### src/verilog/i2c_pkg.sv
package i2c_pkg;

    typedef logic [7:0] byte_t;
    typedef logic [31:0] word_t;
    typedef logic [6:0] slave_addr_t;

    // Data bytes per transfer, MSB first
    localparam int DATA_BYTES = 4;

    // Encoding is the R/W bit sent after the address
    typedef enum logic {
        OP_WRITE = 1'b0,
        OP_READ  = 1'b1
    } op_t;

    typedef enum logic [2:0] {
        ST_IDLE,
        ST_START,
        ST_ADDR,
        ST_REG,
        ST_RESTART,
        ST_DATA,
        ST_STOP
    } seq_state_t;

endpackage

### src/verilog/i2c_bit_timer.sv
`timescale 1ns/1ps

module i2c_bit_timer #(
    parameter int SCL_HALF_PERIOD = 4
) (
    input  logic clk,
    input  logic rst,
    input  logic run,
    output logic scl,
    output logic scl_rise,
    output logic scl_fall
);

    localparam int CNT_W = $clog2(SCL_HALF_PERIOD);
    localparam logic [CNT_W-1:0] CNT_LAST = CNT_W'(SCL_HALF_PERIOD - 1);

    logic [CNT_W-1:0] cnt;
    logic edge_due;

    // Last cycle of a half period, SCL toggles on the next edge
    assign edge_due = run && (cnt == CNT_LAST);
    assign scl_rise = edge_due && !scl;
    assign scl_fall = edge_due && scl;

    always_ff @(posedge clk) begin
        if (rst || !run) begin
            cnt <= '0;
            scl <= 1'b1;
        end else if (edge_due) begin
            cnt <= '0;
            scl <= ~scl;
        end else begin
            cnt <= cnt + 1'b1;
        end
    end

endmodule

### src/verilog/i2c_byte_shifter.sv
`timescale 1ns/1ps

module i2c_byte_shifter (
    input  logic           clk,
    input  logic           rst,
    input  logic           load,
    input  i2c_pkg::byte_t load_byte,
    input  logic           read_mode,
    input  logic           master_ack,
    input  logic           scl_fall,
    input  logic           scl_rise,
    input  logic           sda_in,
    output logic           shift_sda,
    output logic           byte_done,
    output i2c_pkg::byte_t rx_byte,
    output logic           slave_ack
);

    import i2c_pkg::*;

    localparam logic [3:0] ACK_SLOT = 4'd8;

    byte_t tx_q;
    logic [3:0] slot;
    logic active;
    logic fall_d;
    logic in_data;

    assign in_data = (slot != ACK_SLOT);

    always_ff @(posedge clk) begin
        if (rst) begin
            active <= 1'b0;
            slot <= '0;
            fall_d <= 1'b0;
            shift_sda <= 1'b1;
            byte_done <= 1'b0;
            slave_ack <= 1'b1;
        end else begin
            // SDA moves one cycle into the SCL low phase
            fall_d <= scl_fall;
            byte_done <= 1'b0;
            if (load) begin
                // Line is already low here, after START or an ACK
                active <= 1'b1;
                slot <= '0;
                shift_sda <= 1'b0;
            end else if (active) begin
                if (fall_d) begin
                    if (in_data) begin
                        shift_sda <= read_mode ? 1'b1 : tx_q[7];
                    end else begin
                        shift_sda <= read_mode ? master_ack : 1'b1;
                    end
                end
                if (scl_rise) begin
                    if (in_data) begin
                        slot <= slot + 1'b1;
                    end else begin
                        slave_ack <= sda_in;
                        byte_done <= 1'b1;
                        active <= 1'b0;
                    end
                end
            end
        end
    end

    always_ff @(posedge clk) begin
        if (load) begin
            tx_q <= load_byte;
        end else if (active && fall_d && in_data) begin
            tx_q <= {tx_q[6:0], 1'b0};
        end
        if (active && scl_rise && in_data && read_mode) begin
            rx_byte <= {rx_byte[6:0], sda_in};
        end
    end

endmodule

### src/verilog/i2c_sequencer.sv
`timescale 1ns/1ps

module i2c_sequencer #(
    parameter int SCL_HALF_PERIOD = 4
) (
    input  logic                 clk,
    input  logic                 rst,
    input  logic                 start,
    input  i2c_pkg::slave_addr_t slave_addr,
    input  i2c_pkg::op_t         op,
    input  i2c_pkg::byte_t       reg_addr,
    input  i2c_pkg::word_t       wdata,
    output logic                 busy,
    output logic                 done,
    output logic                 nack,
    output i2c_pkg::word_t       rdata,
    output logic                 run,
    input  logic                 scl_rise,
    input  logic                 scl_fall,
    input  logic                 byte_done,
    input  i2c_pkg::byte_t       rx_byte,
    input  logic                 slave_ack,
    input  logic                 shift_sda,
    output logic                 load,
    output i2c_pkg::byte_t       load_byte,
    output logic                 read_mode,
    output logic                 master_ack,
    output logic                 sda_out
);

    import i2c_pkg::*;

    localparam int HC_W = $clog2(SCL_HALF_PERIOD);
    localparam logic [HC_W-1:0] HALF_LAST = HC_W'(SCL_HALF_PERIOD - 1);
    localparam int BC_W = $clog2(DATA_BYTES);
    localparam logic [BC_W-1:0] LAST_BYTE = BC_W'(DATA_BYTES - 1);

    seq_state_t state;
    logic [1:0] phase;
    logic [HC_W-1:0] hcnt;
    logic [BC_W-1:0] byte_cnt;
    logic counting;
    logic accept;

    // Command fields, rw_q is the R/W bit of the next address byte
    slave_addr_t addr_q;
    op_t op_q;
    op_t rw_q;
    byte_t reg_q;
    word_t wdata_q;

    assign accept = (state == ST_IDLE) && start;
    assign busy = (state != ST_IDLE);
    assign counting = (state == ST_START) || (phase == 2'd3);
    assign read_mode = (state == ST_DATA) && (op_q == OP_READ);
    assign master_ack = (byte_cnt == LAST_BYTE);

    // RESTART and STOP: wait SCL low, set SDA, raise SCL, hold a half period
    always_comb begin
        case (state)
            ST_IDLE:             sda_out = 1'b1;
            ST_START:            sda_out = 1'b0;
            ST_RESTART, ST_STOP: sda_out = phase[1] ? (state == ST_RESTART) : shift_sda;
            default:             sda_out = shift_sda;
        endcase
    end

    always_comb begin
        load = 1'b0;
        load_byte = wdata_q[31:24];
        case (state)
            ST_START: begin
                load = (hcnt == HALF_LAST);
                load_byte = {addr_q, rw_q};
            end
            ST_ADDR: begin
                load = byte_done && !slave_ack;
                if (rw_q == OP_WRITE) begin
                    load_byte = reg_q;
                end
            end
            ST_REG: begin
                load = byte_done && !slave_ack && (op_q == OP_WRITE);
            end
            ST_DATA: begin
                load = byte_done && (byte_cnt != LAST_BYTE) && (read_mode || !slave_ack);
            end
            default: begin
                load = 1'b0;
            end
        endcase
    end

    always_ff @(posedge clk) begin
        if (rst) begin
            state <= ST_IDLE;
            phase <= 2'd0;
            hcnt <= '0;
            byte_cnt <= '0;
            run <= 1'b0;
            done <= 1'b0;
            nack <= 1'b0;
            rw_q <= OP_WRITE;
        end else begin
            done <= 1'b0;
            if (counting && hcnt != HALF_LAST) begin
                hcnt <= hcnt + 1'b1;
            end else begin
                hcnt <= '0;
            end
            case (state)
                ST_IDLE: begin
                    if (start) begin
                        state <= ST_START;
                        nack <= 1'b0;
                        rw_q <= OP_WRITE;
                        byte_cnt <= '0;
                    end
                end
                ST_START: begin
                    if (hcnt == HALF_LAST) begin
                        state <= ST_ADDR;
                        run <= 1'b1;
                    end
                end
                ST_ADDR: begin
                    if (byte_done) begin
                        if (slave_ack) begin
                            nack <= 1'b1;
                            state <= ST_STOP;
                        end else if (rw_q == OP_READ) begin
                            state <= ST_DATA;
                        end else begin
                            state <= ST_REG;
                        end
                    end
                end
                ST_REG: begin
                    if (byte_done) begin
                        if (slave_ack) begin
                            nack <= 1'b1;
                            state <= ST_STOP;
                        end else if (op_q == OP_READ) begin
                            state <= ST_RESTART;
                            rw_q <= OP_READ;
                        end else begin
                            state <= ST_DATA;
                        end
                    end
                end
                ST_DATA: begin
                    if (byte_done) begin
                        byte_cnt <= byte_cnt + 1'b1;
                        if (!read_mode && slave_ack) begin
                            nack <= 1'b1;
                            state <= ST_STOP;
                        end else if (byte_cnt == LAST_BYTE) begin
                            state <= ST_STOP;
                        end
                    end
                end
                ST_RESTART, ST_STOP: begin
                    case (phase)
                        2'd0: begin
                            if (scl_fall) begin
                                phase <= 2'd1;
                            end
                        end
                        2'd1: begin
                            phase <= 2'd2;
                        end
                        2'd2: begin
                            if (scl_rise) begin
                                phase <= 2'd3;
                                run <= 1'b0;
                            end
                        end
                        default: begin
                            if (hcnt == HALF_LAST) begin
                                phase <= 2'd0;
                                if (state == ST_STOP) begin
                                    state <= ST_IDLE;
                                    done <= 1'b1;
                                end else begin
                                    state <= ST_START;
                                end
                            end
                        end
                    endcase
                end
                default: begin
                    state <= ST_IDLE;
                end
            endcase
        end
    end

    always_ff @(posedge clk) begin
        if (accept) begin
            addr_q <= slave_addr;
            op_q <= op;
            reg_q <= reg_addr;
            wdata_q <= wdata;
        end else if (load && (state == ST_REG || state == ST_DATA)) begin
            wdata_q <= {wdata_q[23:0], 8'h00};
        end
        // Read word assembled MSB first
        if (read_mode && byte_done) begin
            rdata <= {rdata[23:0], rx_byte};
        end
    end

endmodule

### src/verilog/i2c_master.sv
`timescale 1ns/1ps

module i2c_master #(
    parameter int SCL_HALF_PERIOD = 4
) (
    input  logic                 clk,
    input  logic                 rst,
    input  logic                 start,
    input  i2c_pkg::slave_addr_t slave_addr,
    input  i2c_pkg::op_t         op,
    input  i2c_pkg::byte_t       reg_addr,
    input  i2c_pkg::word_t       wdata,
    output logic                 busy,
    output logic                 done,
    output logic                 nack,
    output i2c_pkg::word_t       rdata,
    output logic                 scl,
    output logic                 sda_out,
    input  logic                 sda_in
);

    logic run;
    logic scl_rise;
    logic scl_fall;
    logic load;
    i2c_pkg::byte_t load_byte;
    logic read_mode;
    logic master_ack;
    logic shift_sda;
    logic byte_done;
    i2c_pkg::byte_t rx_byte;
    logic slave_ack;

    i2c_bit_timer #(
        .SCL_HALF_PERIOD(SCL_HALF_PERIOD)
    ) u_bit_timer (
        .clk      (clk),
        .rst      (rst),
        .run      (run),
        .scl      (scl),
        .scl_rise (scl_rise),
        .scl_fall (scl_fall)
    );

    i2c_byte_shifter u_byte_shifter (
        .clk        (clk),
        .rst        (rst),
        .load       (load),
        .load_byte  (load_byte),
        .read_mode  (read_mode),
        .master_ack (master_ack),
        .scl_fall   (scl_fall),
        .scl_rise   (scl_rise),
        .sda_in     (sda_in),
        .shift_sda  (shift_sda),
        .byte_done  (byte_done),
        .rx_byte    (rx_byte),
        .slave_ack  (slave_ack)
    );

    i2c_sequencer #(
        .SCL_HALF_PERIOD(SCL_HALF_PERIOD)
    ) u_sequencer (
        .clk        (clk),
        .rst        (rst),
        .start      (start),
        .slave_addr (slave_addr),
        .op         (op),
        .reg_addr   (reg_addr),
        .wdata      (wdata),
        .busy       (busy),
        .done       (done),
        .nack       (nack),
        .rdata      (rdata),
        .run        (run),
        .scl_rise   (scl_rise),
        .scl_fall   (scl_fall),
        .byte_done  (byte_done),
        .rx_byte    (rx_byte),
        .slave_ack  (slave_ack),
        .shift_sda  (shift_sda),
        .load       (load),
        .load_byte  (load_byte),
        .read_mode  (read_mode),
        .master_ack (master_ack),
        .sda_out    (sda_out)
    );

endmodule

### config.mk
export PLATFORM = sky130hd
export DESIGN_NAME = i2c_master
export DESIGN_NICKNAME = d
export VERILOG_FILES = /design/src/verilog/i2c_pkg.sv /design/src/verilog/i2c_bit_timer.sv /design/src/verilog/i2c_byte_shifter.sv /design/src/verilog/i2c_sequencer.sv /design/src/verilog/i2c_master.sv
export SDC_FILE = /design/constraint.sdc
export NUM_CORES = 1
export LEC_CHECK = 0
export BUFFER_PORTS_ARGS = -buffer_cell sky130_fd_sc_hd__buf_2
export CAP_MARGIN = 20
export CORE_MARGIN = 4
export CORE_UTILIZATION = 55
export DETAILED_ROUTE_END_ITERATION = 8
export PLACE_DENSITY = 0.89
export SLEW_MARGIN = 0
export SYNTH_ARGS = -nofsm -noshare
export SYNTH_HDL_FRONTEND = slang
export SYNTH_HIERARCHICAL = 1
export SYNTH_SLANG_ARGS = --single-unit
### constraint.sdc
create_clock -name clk -period 8.4 [get_ports clk]
set_input_delay 0.42 -clock clk [delete_from_list [all_inputs] [get_ports clk]]
set_output_delay 0.42 -clock clk [all_outputs]
set_load 0.05 [all_outputs]
==> flow_summary.rst <==
.. list-table::
   :header-rows: 1

   * - Metric
     - Value
   * - Share of the yosys chip area belonging to registers
     - 68.2%
   * - Number of nets at the end of the flow
     - 493
   * - Area growth syn-to-layout
     - 23.3%
   * - Pin count of the biggest net entering global routing
     - 35
   * - Result of the run
     - finished, final reports clean
   * - DRT antenna net count
     - 0
   * - Total overflow reported by the global router
     - 0
   * - Post-CTS Repair Setup Buffers
     - 0
   * - Avg WL per Cell
     - 18.4 µm
   * - Post-detail-place hpwl
     - 6470 µm
   * - WS Path Type
     - reg -> reg
   * - Worst setup slack after layout
     - 5.26 ns
   * - Layout cells sized above 1
     - 37.6%
   * - Die Y-Extent
     - 103 µm
   * - Final cycle utilization of the critical path
     - 37.3%
   * - DP Worst Slack
     - 5.37 ns
   * - Switching power as a share of total power
     - 27.8%
   * - Max Cap Viol
     - 0
   * - Critical path fanouts, max
     - 19
   * - Clock latency on the worst-skew pair
     - 0.51 ns
   * - First drt pass iteration count
     - 6
   * - Combinational share of power
     - 19.0%
   * - CTS tree
     - built
   * - Worst Hold Depth
     - 1
   * - Cell repeated most along the worst path
     - sky130_fd_sc_hd__nand2_1
   * - Cell area after synthesis
     - 0.00496 mm²
   * - Most used cells in the layout excluding fill and tap cells
     - 96 x sky130_fd_sc_hd__edfxtp_1, 88 x sky130_fd_sc_hd__buf_2, 28 x sky130_fd_sc_hd__mux2_2
   * - Port Buffers
     - 88
   * - Number of global-route vias before repair
     - 3297
   * - CP max stage cell
     - sky130_fd_sc_hd__dfxtp_1
   * - Type of element capturing the critical path
     - flop
   * - Number of buffers between clock root and the deepest sink
     - 2
   * - DR iter-0 viols
     - 290
   * - Worst Reg2Reg Path Length in Cells
     - 6
   * - Number of clock buffers inserted by TritonCTS
     - 17
   * - Synthesized area per cell
     - 14.9 µm²
   * - Top-Level Pins
     - 89
   * - Filler cells
     - 560
   * - Yosys cell types
     - 57
   * - Total GRT Usage
     - 20.2%
   * - Worst-margin pin slew
     - 0.991 ns
   * - Number of levels the H-tree was split into
     - 4
   * - Average via count per standard cell
     - 5.87
   * - Slew Viols, Final
     - 0
   * - Via count of the routed design
     - 3238
   * - Power density cells
     - 312 mW/mm²
   * - Chain of cells forming the critical path
     - nand2b_1, nor2_1, nand2_1, nand2_1, inv_1, o21ai_0
   * - Die Footprint
     - 0.0106 mm²
   * - Initial standard-cell utilization of the core
     - 56.6%
   * - Buffers plus inverters on the worst setup path
     - 1
   * - Clock root buffer master
     - sky130_fd_sc_hd__clkbuf_8
   * - Switching power of the nets
     - 0.000532 W
   * - Clock network fraction of total power
     - 38.4%
   * - Synth warnings
     - 6
   * - Footprint of the multi-input gates
     - 0.00149 mm²
   * - Worst path depth
     - 6
   * - Final antenna diode count
     - 0
   * - Final total negative setup slack
     - 0 ns
   * - Most used flip-flop cell after synthesis
     - sky130_fd_sc_hd__edfxtp_1
   * - Leakage power
     - 2.30 nW
   * - GP Congestion
     - 0.849
   * - Core utilization of the finished layout
     - 69.8%
   * - Global-route wire length before repair
     - 16200 µm
   * - Number of enable flip-flop cells after synthesis
     - 96
   * - Chip Width
     - 103 µm
   * - DRC violations left
     - 0
   * - Final hold violations
     - 0
   * - FF+latch area
     - 0.00338 mm²
   * - Antenna violations before repair
     - 0
   * - Core area
     - 0.00876 mm²
   * - Arrival time of data at the critical path endpoint
     - 3.27 ns
   * - Max rail drop VDD
     - 238 µV
   * - TritonCTS Sinks
     - 121
   * - Synthesized netlist net count
     - 395
   * - Count of final setup violators
     - 0
   * - Final wirelength
     - 10200 µm
   * - Share of synthesized registers carrying an async set or reset
     - 0%
   * - Std cell rows
     - 34
   * - Period minus WS final
     - 3.14 ns
   * - Most common library cell in the layout ignoring fill and taps
     - sky130_fd_sc_hd__edfxtp_1
   * - PostCTS Resize Cnt
     - 0
   * - Classification of the worst-slack hold path
     - in -> reg
   * - Required time at the worst-slack endpoint
     - 8.53 ns
   * - Sequential share of power
     - 42.6%
   * - Int Pwr
     - 0.00138 W
   * - Unrepaired setup endpoints after global routing
     - no
   * - Cells after Synth
     - 333
   * - Number of buffers added to fix hold violations after cts
     - 0
   * - F_max
     - 0.319 GHz
   * - Register bit count reported by yosys
     - 121
   * - Launching element type of the critical path
     - flop
   * - Cell family with the largest share of critical-path delay
     - simple AND/OR/NAND/NOR gates
   * - CP peak stage delay
     - 0.79 ns
   * - Final worst clock skew
     - 0.00532 ns
   * - Max transition margin
     - 33.6%
   * - Clock-pin slew on the worst setup and hold paths
     - 0.06 ns
power groups by stage:
stage / clock, W / combinational (W) / sequential [W]
2_1_floorplan: 0 / 0.000296 / 0.000799
3_3_place_gp: 0 / 0.000340 / 0.000813
3_5_place_dp: 0 / 0.000354 / 0.000821
4_1_cts: 0.000744 / 0.000362 / 0.000811
5_1_grt: 0.000775 / 0.000393 / 0.000819
6_report: 0.000734 / 0.000363 / 0.000813
per-layer routing:
layer | wire [µm] | track usage, % | vias up | part of all wire [%]
met5 | 0 | 0 | - | 0
met4 | 310 | 8.47 | 0 | 3.0
met3 | 878 | 7.65 | 34 | 8.6
met2 | 5100 | 34.0 | 176 | 50
met1 | 3880 | 23.0 | 1559 | 38
li1 | - | - | 1469 | -
cell usage after synthesis, types with 3 or more instances:
library cell,n,share of area (%)
sky130_fd_sc_hd__edfxtp_1,96,58
sky130_fd_sc_hd__mux2_2,28,6.4
sky130_fd_sc_hd__dfxtp_1,25,10
sky130_fd_sc_hd__nor2_1,18,1.4
sky130_fd_sc_hd__nand2_1,14,1.1
sky130_fd_sc_hd__a21oi_1,12,1.2
sky130_fd_sc_hd__and2_1,11,1.4
sky130_fd_sc_hd__o21ai_0,11,1.1
sky130_fd_sc_hd__ha_1,10,2.5
sky130_fd_sc_hd__inv_1,9,0.68
sky130_fd_sc_hd__a21o_1,8,1.2
sky130_fd_sc_hd__a22o_1,8,1.4
sky130_fd_sc_hd__buf_2,5,0.50
sky130_fd_sc_hd__clkbuf_1,5,0.38
sky130_fd_sc_hd__mux2_1,4,0.91
sky130_fd_sc_hd__nand3_1,4,0.40
sky130_fd_sc_hd__nand3b_1,4,0.61
sky130_fd_sc_hd__nor2b_1,4,0.50
sky130_fd_sc_hd__nor3_1,4,0.40
sky130_fd_sc_hd__nand2b_1,3,0.38
sky130_fd_sc_hd__nor4_1,3,0.38
sky130_fd_sc_hd__o21bai_1,3,0.45
sky130_fd_sc_hd__or3_1,3,0.38
sequential cells by signal (all words and copies together) (netlist names), 2 cells and up:
register,flops
u_sequencer/addr_q,7
u_byte_shifter/rx_byte,8
u_sequencer/phase,2
u_sequencer/hcnt,2
u_sequencer/state,3
u_sequencer/rdata,32
u_byte_shifter/slot,4
u_byte_shifter/tx_q,8
u_sequencer/reg_q,8
u_sequencer/wdata_q,32
u_sequencer/byte_cnt,2
u_bit_timer/cnt,2
kinds of logic (layout without fill, tap and decap cells):
group                      count (synthesis)  count (layout)  synth area share, %
AOI/OAI and AO/OA                         60              60                 9.23
DFF                                      121             121                 68.2
adders and majority gates                 10              10                 2.52
xor gates and xnor gates                   1               1                0.176
buffers and inverters                     23             134                 2.09
and+or+nand+nor                           84              84                 10.2
muxes                                     34              34                 7.66
path summary, 6_finish.rpt:
path	from	to	slack [ns]
worst max-delay path	u_sequencer/state[0]	u_byte_shifter/tx_q[3]	5.26
worst min-delay path	reg_addr[3]	u_sequencer/reg_q[3]	0.08
worst max register to register	u_sequencer/state[0]	u_byte_shifter/tx_q[3]	5.26
worst min register to register	u_sequencer/rdata[11]	u_sequencer/rdata[19]	0.44
metrics by stage:
stage          cell area, µm²  total power [W]  hold WS [ns]  std cells
2_1_floorplan            4960          0.00109         0.399        333
3_3_place_gp             5510          0.00115         0.406        520
3_5_place_dp             5510          0.00117         0.416        520
6_report                 6120          0.00191        0.0812        552
5_1_grt                  6120          0.00199        0.0594        552
4_1_cts                  6120          0.00192        0.0657        552
layout make-up:
cell class	count	share of cell area, %
flip-flops and latches	121	55.3
multi-input cells	189	24.3
repair buffers	91	7.56
clock buffers	17	6.77
clock inverters	15	3.17
well taps	108	2.21
inverters	11	0.675
Note: power is estimated with default switching activity, not from simulation.
